==> src/rtl/decode_pkg.sv <==
package decode_pkg;

	localparam int XLEN = 32;
	localparam int REG_ADDR_BITS = 5;
	localparam int BHT_INDEX_BITS = 3; // 8 entries, PC bits 4:2
	localparam int CTR_BITS = 2;

	localparam logic [XLEN-1:0] CAUSE_ILLEGAL_INST = 32'd2;
	localparam logic [XLEN-1:0] CAUSE_ECALL_M = 32'd11;

	localparam logic [6:0] OPC_LUI = 7'b0110111;
	localparam logic [6:0] OPC_AUIPC = 7'b0010111;
	localparam logic [6:0] OPC_JAL = 7'b1101111;
	localparam logic [6:0] OPC_JALR = 7'b1100111;
	localparam logic [6:0] OPC_BRANCH = 7'b1100011;
	localparam logic [6:0] OPC_LOAD = 7'b0000011;
	localparam logic [6:0] OPC_STORE = 7'b0100011;
	localparam logic [6:0] OPC_OP_IMM = 7'b0010011;
	localparam logic [6:0] OPC_OP = 7'b0110011;
	localparam logic [6:0] OPC_MISC_MEM = 7'b0001111;
	localparam logic [6:0] OPC_SYSTEM = 7'b1110011;

	localparam logic [XLEN-1:0] INST_ECALL = 32'h00000073;
	localparam logic [XLEN-1:0] INST_MRET = 32'h30200073;

	typedef enum logic [2:0] {SEL_ALU, SEL_MEM, SEL_CSR, SEL_PC4, SEL_MUL, SEL_DIV} wb_src_e;

	typedef enum logic [3:0] {
		ALU_ADD, ALU_SUB, ALU_SLL, ALU_SLT, ALU_SLTU, ALU_XOR, ALU_SRL, ALU_SRA,
		ALU_OR, ALU_AND, ALU_BEQ, ALU_BNE, ALU_BLT, ALU_BGE, ALU_BLTU, ALU_BGEU
	} alu_op_e;

	// Access width is funct3 + 1, a store is a mem_op with wb_src other than SEL_MEM
	typedef enum logic [2:0] {
		MEM_NONE = 3'd0, MEM_B = 3'd1, MEM_H = 3'd2, MEM_W = 3'd3, MEM_BU = 3'd5, MEM_HU = 3'd6
	} mem_op_e;

	typedef enum logic [1:0] {CSR_NONE, CSR_RW, CSR_RS, CSR_RC} csr_op_e;
	typedef enum logic [1:0] {MUL_MUL, MUL_MULH, MUL_MULHSU, MUL_MULHU} mul_op_e;
	typedef enum logic [1:0] {DIV_DIV, DIV_DIVU, DIV_REM, DIV_REMU} div_op_e;

	typedef struct packed {
		logic rs1_rena;
		logic [REG_ADDR_BITS-1:0] rs1_addr;
		logic rs2_rena;
		logic [REG_ADDR_BITS-1:0] rs2_addr;
		logic rd_wena;
		logic [REG_ADDR_BITS-1:0] rd_addr;
		logic csr_rena;
		logic csr_wena;
		logic [11:0] csr_addr;
		logic sel_pc; // Operand A is the PC
		logic sel_im; // Operand B is the immediate
		wb_src_e wb_src;
		alu_op_e alu_op;
		mem_op_e mem_op;
		csr_op_e csr_op;
		mul_op_e mul_op;
		div_op_e div_op;
		logic jump_ena;
		logic jump_ind;
		logic jump_alw;
	} dec_ctrl_t;

	typedef struct packed {
		logic [XLEN-1:0] pc;
		logic [XLEN-1:0] ir;
		logic exc_pend;
		logic [XLEN-1:0] exc_cause;
	} fetch_t;

	typedef struct packed {
		logic [XLEN-1:0] pc;
		logic [XLEN-1:0] ir;
		logic [XLEN-1:0] imm;
		dec_ctrl_t ctrl;
		logic [XLEN-1:0] rs1_data;
		logic [XLEN-1:0] rs2_data;
		logic jump_pred;
		logic trap_ret;
		logic exc_pend;
		logic [XLEN-1:0] exc_cause;
	} id_ex_t;

	typedef struct packed {
		logic [XLEN-1:0] pc;
		logic jump_ena;
		logic jump_alw;
		logic jump_taken;
	} ex_fb_t;

	typedef struct packed {
		logic wena;
		logic [REG_ADDR_BITS-1:0] addr;
		logic [XLEN-1:0] data;
	} wb_t;

endpackage
==> src/rtl/id_stage.sv <==
`timescale 1ns/1ps

module id_stage import decode_pkg::*; (
	input	logic			clk,
	input	logic			reset,
	input	logic			flush,
	input	logic			m_ena,
	input	logic			valid_in,
	output	logic			ready_out,
	input	fetch_t			fetch,
	output	logic			jump_pred,
	output	logic [XLEN-1:0]	jump_addr,
	output	logic			valid_out,
	input	logic			ready_in,
	output	id_ex_t			id_ex,
	output	logic			valid_mul,
	output	logic			valid_div,
	input	logic			ready_mul,
	input	logic			ready_div,
	input	ex_fb_t			ex_fb,
	input	wb_t			wb
);

	dec_ctrl_t ctrl;
	logic [XLEN-1:0] imm;
	logic [XLEN-1:0] rs1_data;
	logic [XLEN-1:0] rs2_data;
	logic env_call;
	logic trap_ret;
	logic illegal_inst;
	logic exc_pend;
	logic [XLEN-1:0] exc_cause;
	logic accept;
	logic stall;
	logic valid_q;
	logic mul_pend;
	logic div_pend;
	id_ex_t next_bundle;

	assign accept = valid_in && ready_out;
	assign stall = valid_q && (id_ex.ctrl.csr_rena || id_ex.ctrl.csr_wena); // CSR held
	assign ready_out = ready_in && !stall;
	assign valid_out = valid_q && !flush;
	assign valid_mul = mul_pend && !flush;
	assign valid_div = div_pend && !flush;

	always_comb begin
		if (fetch.exc_pend) begin
			exc_pend = 1'b1;
			exc_cause = fetch.exc_cause;
		end else if (illegal_inst) begin
			exc_pend = 1'b1;
			exc_cause = CAUSE_ILLEGAL_INST;
		end else if (env_call) begin
			exc_pend = 1'b1;
			exc_cause = CAUSE_ECALL_M;
		end else begin
			exc_pend = 1'b0;
			exc_cause = '0;
		end
	end

	always_comb begin
		next_bundle.pc = fetch.pc;
		next_bundle.ir = fetch.ir;
		next_bundle.imm = imm;
		next_bundle.ctrl = ctrl;
		next_bundle.ctrl.rd_wena = ctrl.rd_wena && !exc_pend;
		next_bundle.ctrl.csr_wena = ctrl.csr_wena && !exc_pend;
		next_bundle.rs1_data = rs1_data;
		next_bundle.rs2_data = rs2_data;
		next_bundle.jump_pred = jump_pred;
		next_bundle.trap_ret = trap_ret;
		next_bundle.exc_pend = exc_pend;
		next_bundle.exc_cause = exc_cause;
	end

	always_ff @(posedge clk, posedge reset) begin
		if (reset) begin
			valid_q <= 1'b0;
			mul_pend <= 1'b0;
			div_pend <= 1'b0;
			id_ex <= '0;
		end else if (flush) begin // Anything fetched in this cycle is wrong-path too
			valid_q <= 1'b0;
			mul_pend <= 1'b0;
			div_pend <= 1'b0;
		end else if (accept) begin
			valid_q <= 1'b1;
			mul_pend <= ctrl.wb_src == SEL_MUL && !exc_pend;
			div_pend <= ctrl.wb_src == SEL_DIV && !exc_pend;
			id_ex <= next_bundle;
		end else if (valid_q && ready_in) begin
			valid_q <= 1'b0;
			mul_pend <= 1'b0;
			div_pend <= 1'b0;
		end else begin
			if (ready_mul)
				mul_pend <= 1'b0;
			if (ready_div)
				div_pend <= 1'b0;
		end
	end

	inst_decoder u_decoder (
		.ir		(fetch.ir),
		.m_ena		(m_ena),
		.ctrl		(ctrl),
		.imm		(imm),
		.env_call	(env_call),
		.trap_ret	(trap_ret),
		.illegal_inst	(illegal_inst)
	);

	branch_predictor u_predictor (
		.clk		(clk),
		.reset		(reset),
		.accept		(accept),
		.pc		(fetch.pc),
		.imm		(imm),
		.jump_ena	(ctrl.jump_ena),
		.jump_alw	(ctrl.jump_alw),
		.jump_ind	(ctrl.jump_ind),
		.jump_pred	(jump_pred),
		.jump_addr	(jump_addr),
		.ex_fb		(ex_fb)
	);

	reg_file u_regs (
		.clk		(clk),
		.reset		(reset),
		.wb		(wb),
		.rs1_addr	(ctrl.rs1_addr),
		.rs2_addr	(ctrl.rs2_addr),
		.rs1_data	(rs1_data),
		.rs2_data	(rs2_data)
	);

endmodule

==> src/rtl/reg_file.sv <==
`timescale 1ns/1ps

module reg_file import decode_pkg::*; (
	input	logic				clk,
	input	logic				reset,
	input	wb_t				wb,
	input	logic [REG_ADDR_BITS-1:0]	rs1_addr,
	input	logic [REG_ADDR_BITS-1:0]	rs2_addr,
	output	logic [XLEN-1:0]		rs1_data,
	output	logic [XLEN-1:0]		rs2_data
);

	logic [XLEN-1:0] regs [1:31];

	function automatic logic [XLEN-1:0] read_port(input logic [REG_ADDR_BITS-1:0] addr);
		if (addr == '0)
			return '0;
		else if (wb.wena && wb.addr == addr)
			return wb.data; // Write-first bypass
		else
			return regs[addr];
	endfunction

	always_comb begin
		rs1_data = read_port(rs1_addr);
		rs2_data = read_port(rs2_addr);
	end

	always_ff @(posedge clk, posedge reset) begin
		if (reset) begin
			for (int i = 1; i < 32; i++)
				regs[i] <= '0;
		end else if (wb.wena && wb.addr != '0) begin
			regs[wb.addr] <= wb.data;
		end
	end

endmodule

==> src/rtl/branch_predictor.sv <==
`timescale 1ns/1ps

module branch_predictor import decode_pkg::*; (
	input	logic			clk,
	input	logic			reset,
	input	logic			accept,
	input	logic [XLEN-1:0]	pc,
	input	logic [XLEN-1:0]	imm,
	input	logic			jump_ena,
	input	logic			jump_alw,
	input	logic			jump_ind,
	output	logic			jump_pred,
	output	logic [XLEN-1:0]	jump_addr,
	input	ex_fb_t			ex_fb
);

	localparam int BHT_SIZE = 2 ** BHT_INDEX_BITS;

	logic [CTR_BITS-1:0] bht [BHT_SIZE];
	logic [BHT_INDEX_BITS-1:0] rd_index;
	logic [BHT_INDEX_BITS-1:0] wr_index;
	logic [CTR_BITS-1:0] ctr;
	logic cond_fb;

	assign rd_index = pc[BHT_INDEX_BITS+1:2];
	assign wr_index = ex_fb.pc[BHT_INDEX_BITS+1:2];
	assign ctr = bht[wr_index];
	assign cond_fb = ex_fb.jump_ena && !ex_fb.jump_alw;

	// jal always, branches on counter MSB, never jalr
	assign jump_pred = accept && jump_ena && !jump_ind &&
		(jump_alw || bht[rd_index][CTR_BITS-1]);
	assign jump_addr = pc + imm;

	always_ff @(posedge clk, posedge reset) begin
		if (reset) begin
			for (int i = 0; i < BHT_SIZE; i++)
				bht[i] <= CTR_BITS'(1); // Weakly not taken
		end else if (cond_fb) begin
			if (ex_fb.jump_taken && ctr != '1)
				bht[wr_index] <= ctr + 1'b1;
			else if (!ex_fb.jump_taken && ctr != '0)
				bht[wr_index] <= ctr - 1'b1;
		end
	end

endmodule

==> src/rtl/inst_decoder.sv <==
`timescale 1ns/1ps

module inst_decoder import decode_pkg::*; (
	input	logic [XLEN-1:0]	ir,
	input	logic			m_ena,
	output	dec_ctrl_t		ctrl,
	output	logic [XLEN-1:0]	imm,
	output	logic			env_call,
	output	logic			trap_ret,
	output	logic			illegal_inst
);

	logic [6:0] opcode;
	logic [2:0] funct3;
	logic [6:0] funct7;
	logic [XLEN-1:0] imm_i;
	logic [XLEN-1:0] imm_s;
	logic [XLEN-1:0] imm_b;
	logic [XLEN-1:0] imm_u;
	logic [XLEN-1:0] imm_j;

	assign opcode = ir[6:0];
	assign funct3 = ir[14:12];
	assign funct7 = ir[31:25];

	assign imm_i = {{20{ir[31]}}, ir[31:20]};
	assign imm_s = {{20{ir[31]}}, ir[31:25], ir[11:7]};
	assign imm_b = {{19{ir[31]}}, ir[31], ir[7], ir[30:25], ir[11:8], 1'b0};
	assign imm_u = {ir[31:12], 12'h000};
	assign imm_j = {{11{ir[31]}}, ir[31], ir[19:12], ir[20], ir[30:21], 1'b0};

	// Shared by OP and OP-IMM, alt is instruction bit 30
	function automatic alu_op_e alu_sel(input logic [2:0] f3, input logic alt);
		case (f3)
			3'b000: return alt ? ALU_SUB : ALU_ADD;
			3'b001: return ALU_SLL;
			3'b010: return ALU_SLT;
			3'b011: return ALU_SLTU;
			3'b100: return ALU_XOR;
			3'b101: return alt ? ALU_SRA : ALU_SRL;
			3'b110: return ALU_OR;
			default: return ALU_AND;
		endcase
	endfunction

	always_comb begin
		ctrl = '0;
		ctrl.rs1_addr = ir[19:15];
		ctrl.rs2_addr = ir[24:20];
		ctrl.rd_addr = ir[11:7];
		ctrl.csr_addr = ir[31:20];
		imm = '0;
		env_call = 1'b0;
		trap_ret = 1'b0;
		illegal_inst = 1'b0;

		case (opcode)
			OPC_LUI: begin
				ctrl.rd_wena = 1'b1;
				ctrl.sel_im = 1'b1; // x0 + imm
				imm = imm_u;
			end
			OPC_AUIPC: begin
				ctrl.rd_wena = 1'b1;
				ctrl.sel_pc = 1'b1;
				ctrl.sel_im = 1'b1;
				imm = imm_u;
			end
			OPC_JAL: begin
				ctrl.rd_wena = 1'b1;
				ctrl.sel_pc = 1'b1;
				ctrl.sel_im = 1'b1;
				ctrl.wb_src = SEL_PC4;
				ctrl.jump_ena = 1'b1;
				ctrl.jump_alw = 1'b1;
				imm = imm_j;
			end
			OPC_JALR: begin
				ctrl.rs1_rena = 1'b1;
				ctrl.rd_wena = 1'b1;
				ctrl.sel_im = 1'b1;
				ctrl.wb_src = SEL_PC4;
				ctrl.jump_ena = 1'b1;
				ctrl.jump_alw = 1'b1;
				ctrl.jump_ind = 1'b1;
				imm = imm_i;
				illegal_inst = funct3 != 3'b000;
			end
			OPC_BRANCH: begin
				ctrl.rs1_rena = 1'b1;
				ctrl.rs2_rena = 1'b1;
				ctrl.jump_ena = 1'b1;
				imm = imm_b;
				case (funct3)
					3'b000: ctrl.alu_op = ALU_BEQ;
					3'b001: ctrl.alu_op = ALU_BNE;
					3'b100: ctrl.alu_op = ALU_BLT;
					3'b101: ctrl.alu_op = ALU_BGE;
					3'b110: ctrl.alu_op = ALU_BLTU;
					3'b111: ctrl.alu_op = ALU_BGEU;
					default: illegal_inst = 1'b1;
				endcase
			end
			OPC_LOAD: begin
				ctrl.rs1_rena = 1'b1;
				ctrl.rd_wena = 1'b1;
				ctrl.sel_im = 1'b1;
				ctrl.wb_src = SEL_MEM;
				ctrl.mem_op = mem_op_e'(funct3 + 3'd1);
				imm = imm_i;
				illegal_inst = funct3 == 3'b011 || funct3[2:1] == 2'b11;
			end
			OPC_STORE: begin
				ctrl.rs1_rena = 1'b1;
				ctrl.rs2_rena = 1'b1;
				ctrl.sel_im = 1'b1;
				ctrl.mem_op = mem_op_e'(funct3 + 3'd1);
				imm = imm_s;
				illegal_inst = funct3[2] || funct3[1:0] == 2'b11;
			end
			OPC_OP_IMM: begin
				ctrl.rs1_rena = 1'b1;
				ctrl.rd_wena = 1'b1;
				ctrl.sel_im = 1'b1;
				ctrl.alu_op = alu_sel(funct3, funct3 == 3'b101 && ir[30]);
				imm = imm_i;
				if (funct3 == 3'b001)
					illegal_inst = funct7 != 7'b0000000;
				else if (funct3 == 3'b101)
					illegal_inst = funct7 != 7'b0000000 && funct7 != 7'b0100000;
			end
			OPC_OP: begin
				ctrl.rs1_rena = 1'b1;
				ctrl.rs2_rena = 1'b1;
				ctrl.rd_wena = 1'b1;
				ctrl.alu_op = alu_sel(funct3, ir[30]);
				if (funct7 == 7'b0000001) begin
					illegal_inst = !m_ena;
					ctrl.wb_src = funct3[2] ? SEL_DIV : SEL_MUL;
					ctrl.mul_op = mul_op_e'(funct3[1:0]);
					ctrl.div_op = div_op_e'(funct3[1:0]);
				end else if (funct7 == 7'b0100000)
					illegal_inst = funct3 != 3'b000 && funct3 != 3'b101;
				else
					illegal_inst = funct7 != 7'b0000000;
			end
			OPC_MISC_MEM: illegal_inst = funct3 != 3'b000; // fence is a no-op here
			OPC_SYSTEM: begin
				if (funct3 == 3'b000) begin
					env_call = ir == INST_ECALL;
					trap_ret = ir == INST_MRET;
					illegal_inst = !env_call && !trap_ret;
				end else if (funct3 == 3'b100)
					illegal_inst = 1'b1;
				else begin
					ctrl.rs1_rena = !funct3[2];
					ctrl.rd_wena = 1'b1;
					ctrl.sel_im = funct3[2]; // zimm form
					ctrl.wb_src = SEL_CSR;
					ctrl.csr_op = csr_op_e'(funct3[1:0]);
					ctrl.csr_rena = !(funct3[1:0] == 2'b01 && ir[11:7] == '0);
					ctrl.csr_wena = !(funct3[1] && ir[19:15] == '0);
					imm = {27'b0, ir[19:15]};
				end
			end
			default: illegal_inst = 1'b1;
		endcase

		// Unused source addresses read as x0
		if (!ctrl.rs1_rena)
			ctrl.rs1_addr = '0;
		if (!ctrl.rs2_rena)
			ctrl.rs2_addr = '0;
	end

endmodule

==> config.mk <==
export PLATFORM = sky130hd
export DESIGN_NAME = id_stage
export DESIGN_NICKNAME = d
export VERILOG_FILES = /design/src/rtl/decode_pkg.sv /design/src/rtl/id_stage.sv /design/src/rtl/reg_file.sv /design/src/rtl/branch_predictor.sv /design/src/rtl/inst_decoder.sv
export SDC_FILE = /design/constraint.sdc
export NUM_CORES = 2
export LEC_CHECK = 0
export BUFFER_PORTS_ARGS = -buffer_cell sky130_fd_sc_hd__buf_2
export CAP_MARGIN = 0
export CORE_UTILIZATION = 32
export CTS_CLUSTER_SIZE = 20
export DETAILED_ROUTE_END_ITERATION = 8
export GPL_TIMING_DRIVEN = 0
export PLACE_DENSITY = 0.53
export SYNTH_ARGS = -nofsm -noshare
export SYNTH_HDL_FRONTEND = slang
export SYNTH_SLANG_ARGS = --single-unit
==> constraint.sdc <==
create_clock -name clk -period 94.2 [get_ports clk]
set_input_delay 18.84 -clock clk [delete_from_list [all_inputs] [get_ports clk]]
set_output_delay 18.84 -clock clk [all_outputs]
set_load 0.01 [all_outputs]
==> metrics <==
I/O Pins=463; Mapped Cells=6276; CTS Sinks=1240; status=finished, violations left; Final nets=7108; first-pass GRT wire length=586900 microns; critical path peak fanout=10; CTS tree=done; GRT Util Overall=41.05%; worst path cell trace=clkbuf_1 -> clkbuf_1 -> buf_2 -> buf_2 -> buf_2 -> a222oi_1 -> inv_1 -> ha_1 -> a21oi_1 -> nor2_1 -> or3_1 -> a2111o_1 -> a31oi_1 -> nor3_1 -> o21ai_1 -> xnor2_1 -> buf_2; critical path class=in -> out; Die H=463.2 microns; # fillers=21070; CP max stage cell=clkbuf_1; final period utilization=48.21%; Hold Vio Cnt, Final=0; largest net degree at the start of global routing=126; IO Port Bufs=427; grt total ovfl=0; die area=214500 sq um; CTS Buf Count=154; Power Internal=1.140 mW; Yosys cell types=91; sequential share of the synthesized area=45.61%; Starting Density=32.34%; Synth Cell Area=68060 sq um; Crit. Startpoint=fetch[49]; Post-synth EDFFs=0; number of setup buffers added after CTS=0; Die W=463.2 microns; row cnt=168; Vias=64160; P&R area growth vs syn=17.32%; final routed DRC violation total=0; Sw Pwr=544.6 uW; clk buf depth=3; Clk Latency, worst-skew pair=0.87 ns; Avg Synthesized Cell Area=10.84 sq um; RSZ-0062 raised after global routing=false; Reg2Reg Depth=8; drt pass-1 iters=9; hold buffer count at cts=0; most frequent CP cell=buf_2; violated checks=max-capacitance violations, max-slew violations; final WL=453300 microns; Critical Path Start Type=primary input; fraction of power consumed by combinational cells=19.4%; PwrDens=21.09 nW/um^2; Clock Skew=0.05862 ns; CP endpoint kind=primary output; CTS clock-pin slew for the worst setup and hold paths=0.06 ns; antenna violations before repair=62; r2r startpoint=id_ex[133]$_DFFE_PP0P_; CP top delay family=buffers and inverters; max-cap violations=30; WL per Instance=45.87 microns; Crit path depth=17; vias in the first global route=60680; max incr delay on CP=1.05 ns; HPWL after detailed placement=338200 microns; Min Clock Period, post-route=45.41 ns; Worst EP required=75.36 ns; syn_nets=6497; Worst Path Arrival=26.57 ns; Bufs and invs on worst path=7; Main synth FF type=dfrtp_1; Setup TNS=0 ns; global placer's final weighted congestion=1.057; maximum vdd drop=0.02253 mV; Via density=6.492; post_cts resized=0; R2R setup slack=88.97 ns; Least-Margin Pin Slew=1.654 ns; Max transition margin=-12.00%; worst r2r dst=id_ex[72]$_DFFE_PP0P_; fmax=0.02202 GHz; Iteration-0 DRC Markers=8991; fin. max-slew vios=257; sequential share of power=42.3%; Worst Hold Class=reg -> reg; Ys Warns=0; Core ar.=210400 sq um; layout cell share with drive strength beyond 1=30.33%; antenna-violating nets left=0; Synth Register Bits=1240; asr flop ratio synth=100.0%; Clock Power Share=38.3%; Root Driver=clkbuf_16; pre-CTS WS=49.24 ns; final setup vio count=0; crit path to=jump_addr[31]; fin worst setup slack=48.79 ns; leak pwr=35.31 nW; H-tree depth=4; Sw Ratio=32.34%
==> layout make-up <==
cell class	instances	area, sq um	area share (%)
diodes	64	160.2	0.2006
plain buffers	630	2746	3.440
clock buffers	223	4513	5.653
clock inverters	60	847.1	1.061
inverters	43	168.9	0.2116
multi-input cells	4363	34210	42.84
flip-flops and latches	1240	31040	38.88
well taps	2805	3510	4.396
repair buffers	455	2649	3.318
==> layer usage <==
metal	global-route usage, %	wire [microns]	vias to the layer above
li1	-	-	24580
met5	0	169	-
met3	12.95	46870	1225
met2	59.43	190900	4846
met4	34.54	44140	18
met1	49.52	171300	33500
==> power by group through the flow <==
stage               Sequential [mW]  Combinational (mW)  Clock (mW)
floorplan                     0.692               0.197           0
global placement              0.715               0.310           0
detailed placement            0.717               0.317           0
CTS                           0.708               0.318       0.647
global route                  0.721               0.338       0.668
finish                        0.713               0.327       0.645
==> synthesized netlist by cell type (21+ instances only) <==
master	count	area [sq um]
nor3_1	77	385.4
o21ai_0	259	1296
a22oi_1	64	480.5
nor2_1	244	915.9
a211oi_1	104	780.8
buf_1	88	330.3
mux2_2	1088	12250
a221o_1	26	260.3
inv_1	40	150.1
nand3_1	42	210.2
nand2_1	687	2579
ha_1	42	525.5
buf_2	113	565.5
nor4_1	43	269.0
o221ai_1	50	437.9
o211ai_1	91	683.2
buf_4	34	255.2
o22ai_1	116	725.7
mux4_2	78	1757
dfrtp_1	1232	30830
a21o_1	37	277.8
a21oi_1	303	1516
a221oi_1	118	1033
mux2i_1	397	3974
xnor2_1	24	210.2
o311ai_1	21	183.9
a31oi_1	71	444.2
and3_1	31	193.9
clkbuf_1	389	1460
nor2b_1	52	325.3
==> flip-flops by register name (all words and copies together) (netlist names), named ones only <==
name and count:
mul_pend 1, u_predictor.bht 8, valid_q 1, id_ex 229, div_pend 1, u_regs.regs 992
==> worst reg2reg max path, stage by stage, from the launching register on <==
cell and delay [ns]:
dfrtp_1 0.45, o21ai_0 0.22, nand4b_1 0.66, nor2_1 0.33, o21ai_1 0.20, a211oi_4 0.99
nand3_1 0.79, clkbuf_1 0.67, o211ai_1 0.76
==> per-stage QoR <==
stage	utilization (%)	std cells	hold WS, ns	instance area (sq um)	power (mW)
after floorplan	-	6276	0.4794	68060	0.8889
after global placement	35.03	9508	0.4532	73700	1.026
after detailed placement	35.31	9534	0.4574	74290	1.034
after CTS	37.86	9817	0.4720	79650	1.673
after global routing	37.88	9827	0.4951	79700	1.728
final	37.95	9883	0.4698	79840	1.684
==> how the worst min path moves through the flow <==
stage / start / endpoint / slack (ns) / cells after the start
3_5_place_dp: id_ex[233]$_DFFE_PP0P_ / id_ex[233]$_DFFE_PP0P_ / 0.46 / 2
5_1_grt: id_ex[233]$_DFFE_PP0P_ / id_ex[233]$_DFFE_PP0P_ / 0.50 / 2
6_report: id_ex[243]$_DFFE_PP0P_ / id_ex[243]$_DFFE_PP0P_ / 0.47 / 2
3_3_place_gp: id_ex[227]$_DFFE_PP0P_ / id_ex[227]$_DFFE_PP0P_ / 0.45 / 2
2_1_floorplan: u_regs.regs[418]$_DFFE_PP0P_ / u_regs.regs[418]$_DFFE_PP0P_ / 0.48 / 1
4_1_cts: id_ex[233]$_DFFE_PP0P_ / id_ex[233]$_DFFE_PP0P_ / 0.47 / 2
==> cells in the final DEF (no fill, tap or decap), types with 52 or more instances in the layout <==
master and instances:
dfrtp_1 1232, mux2_2 1088, nand2_1 687, buf_2 558, mux2i_1 397, clkbuf_1 380, a21oi_1 303, o21ai_0 258
nor2_1 243, clkbuf_16 154, a221oi_1 118, o22ai_1 116, a211oi_1 104, o211ai_1 91, mux4_2 78, nor3_1 77
buf_1 72, a31oi_1 71, diode_2 64, a22oi_1 64, nor2b_1 52
==> cells by family after synthesis <==
kind of cell,share of synthesized area [%]
simple gates,8.301
fa+ha+maj,0.8016
xor+xnor,0.4633
buf+inv,4.173
mux,26.42
compound gates,14.23
flops,45.61
(Power assumes the default switching activity.)
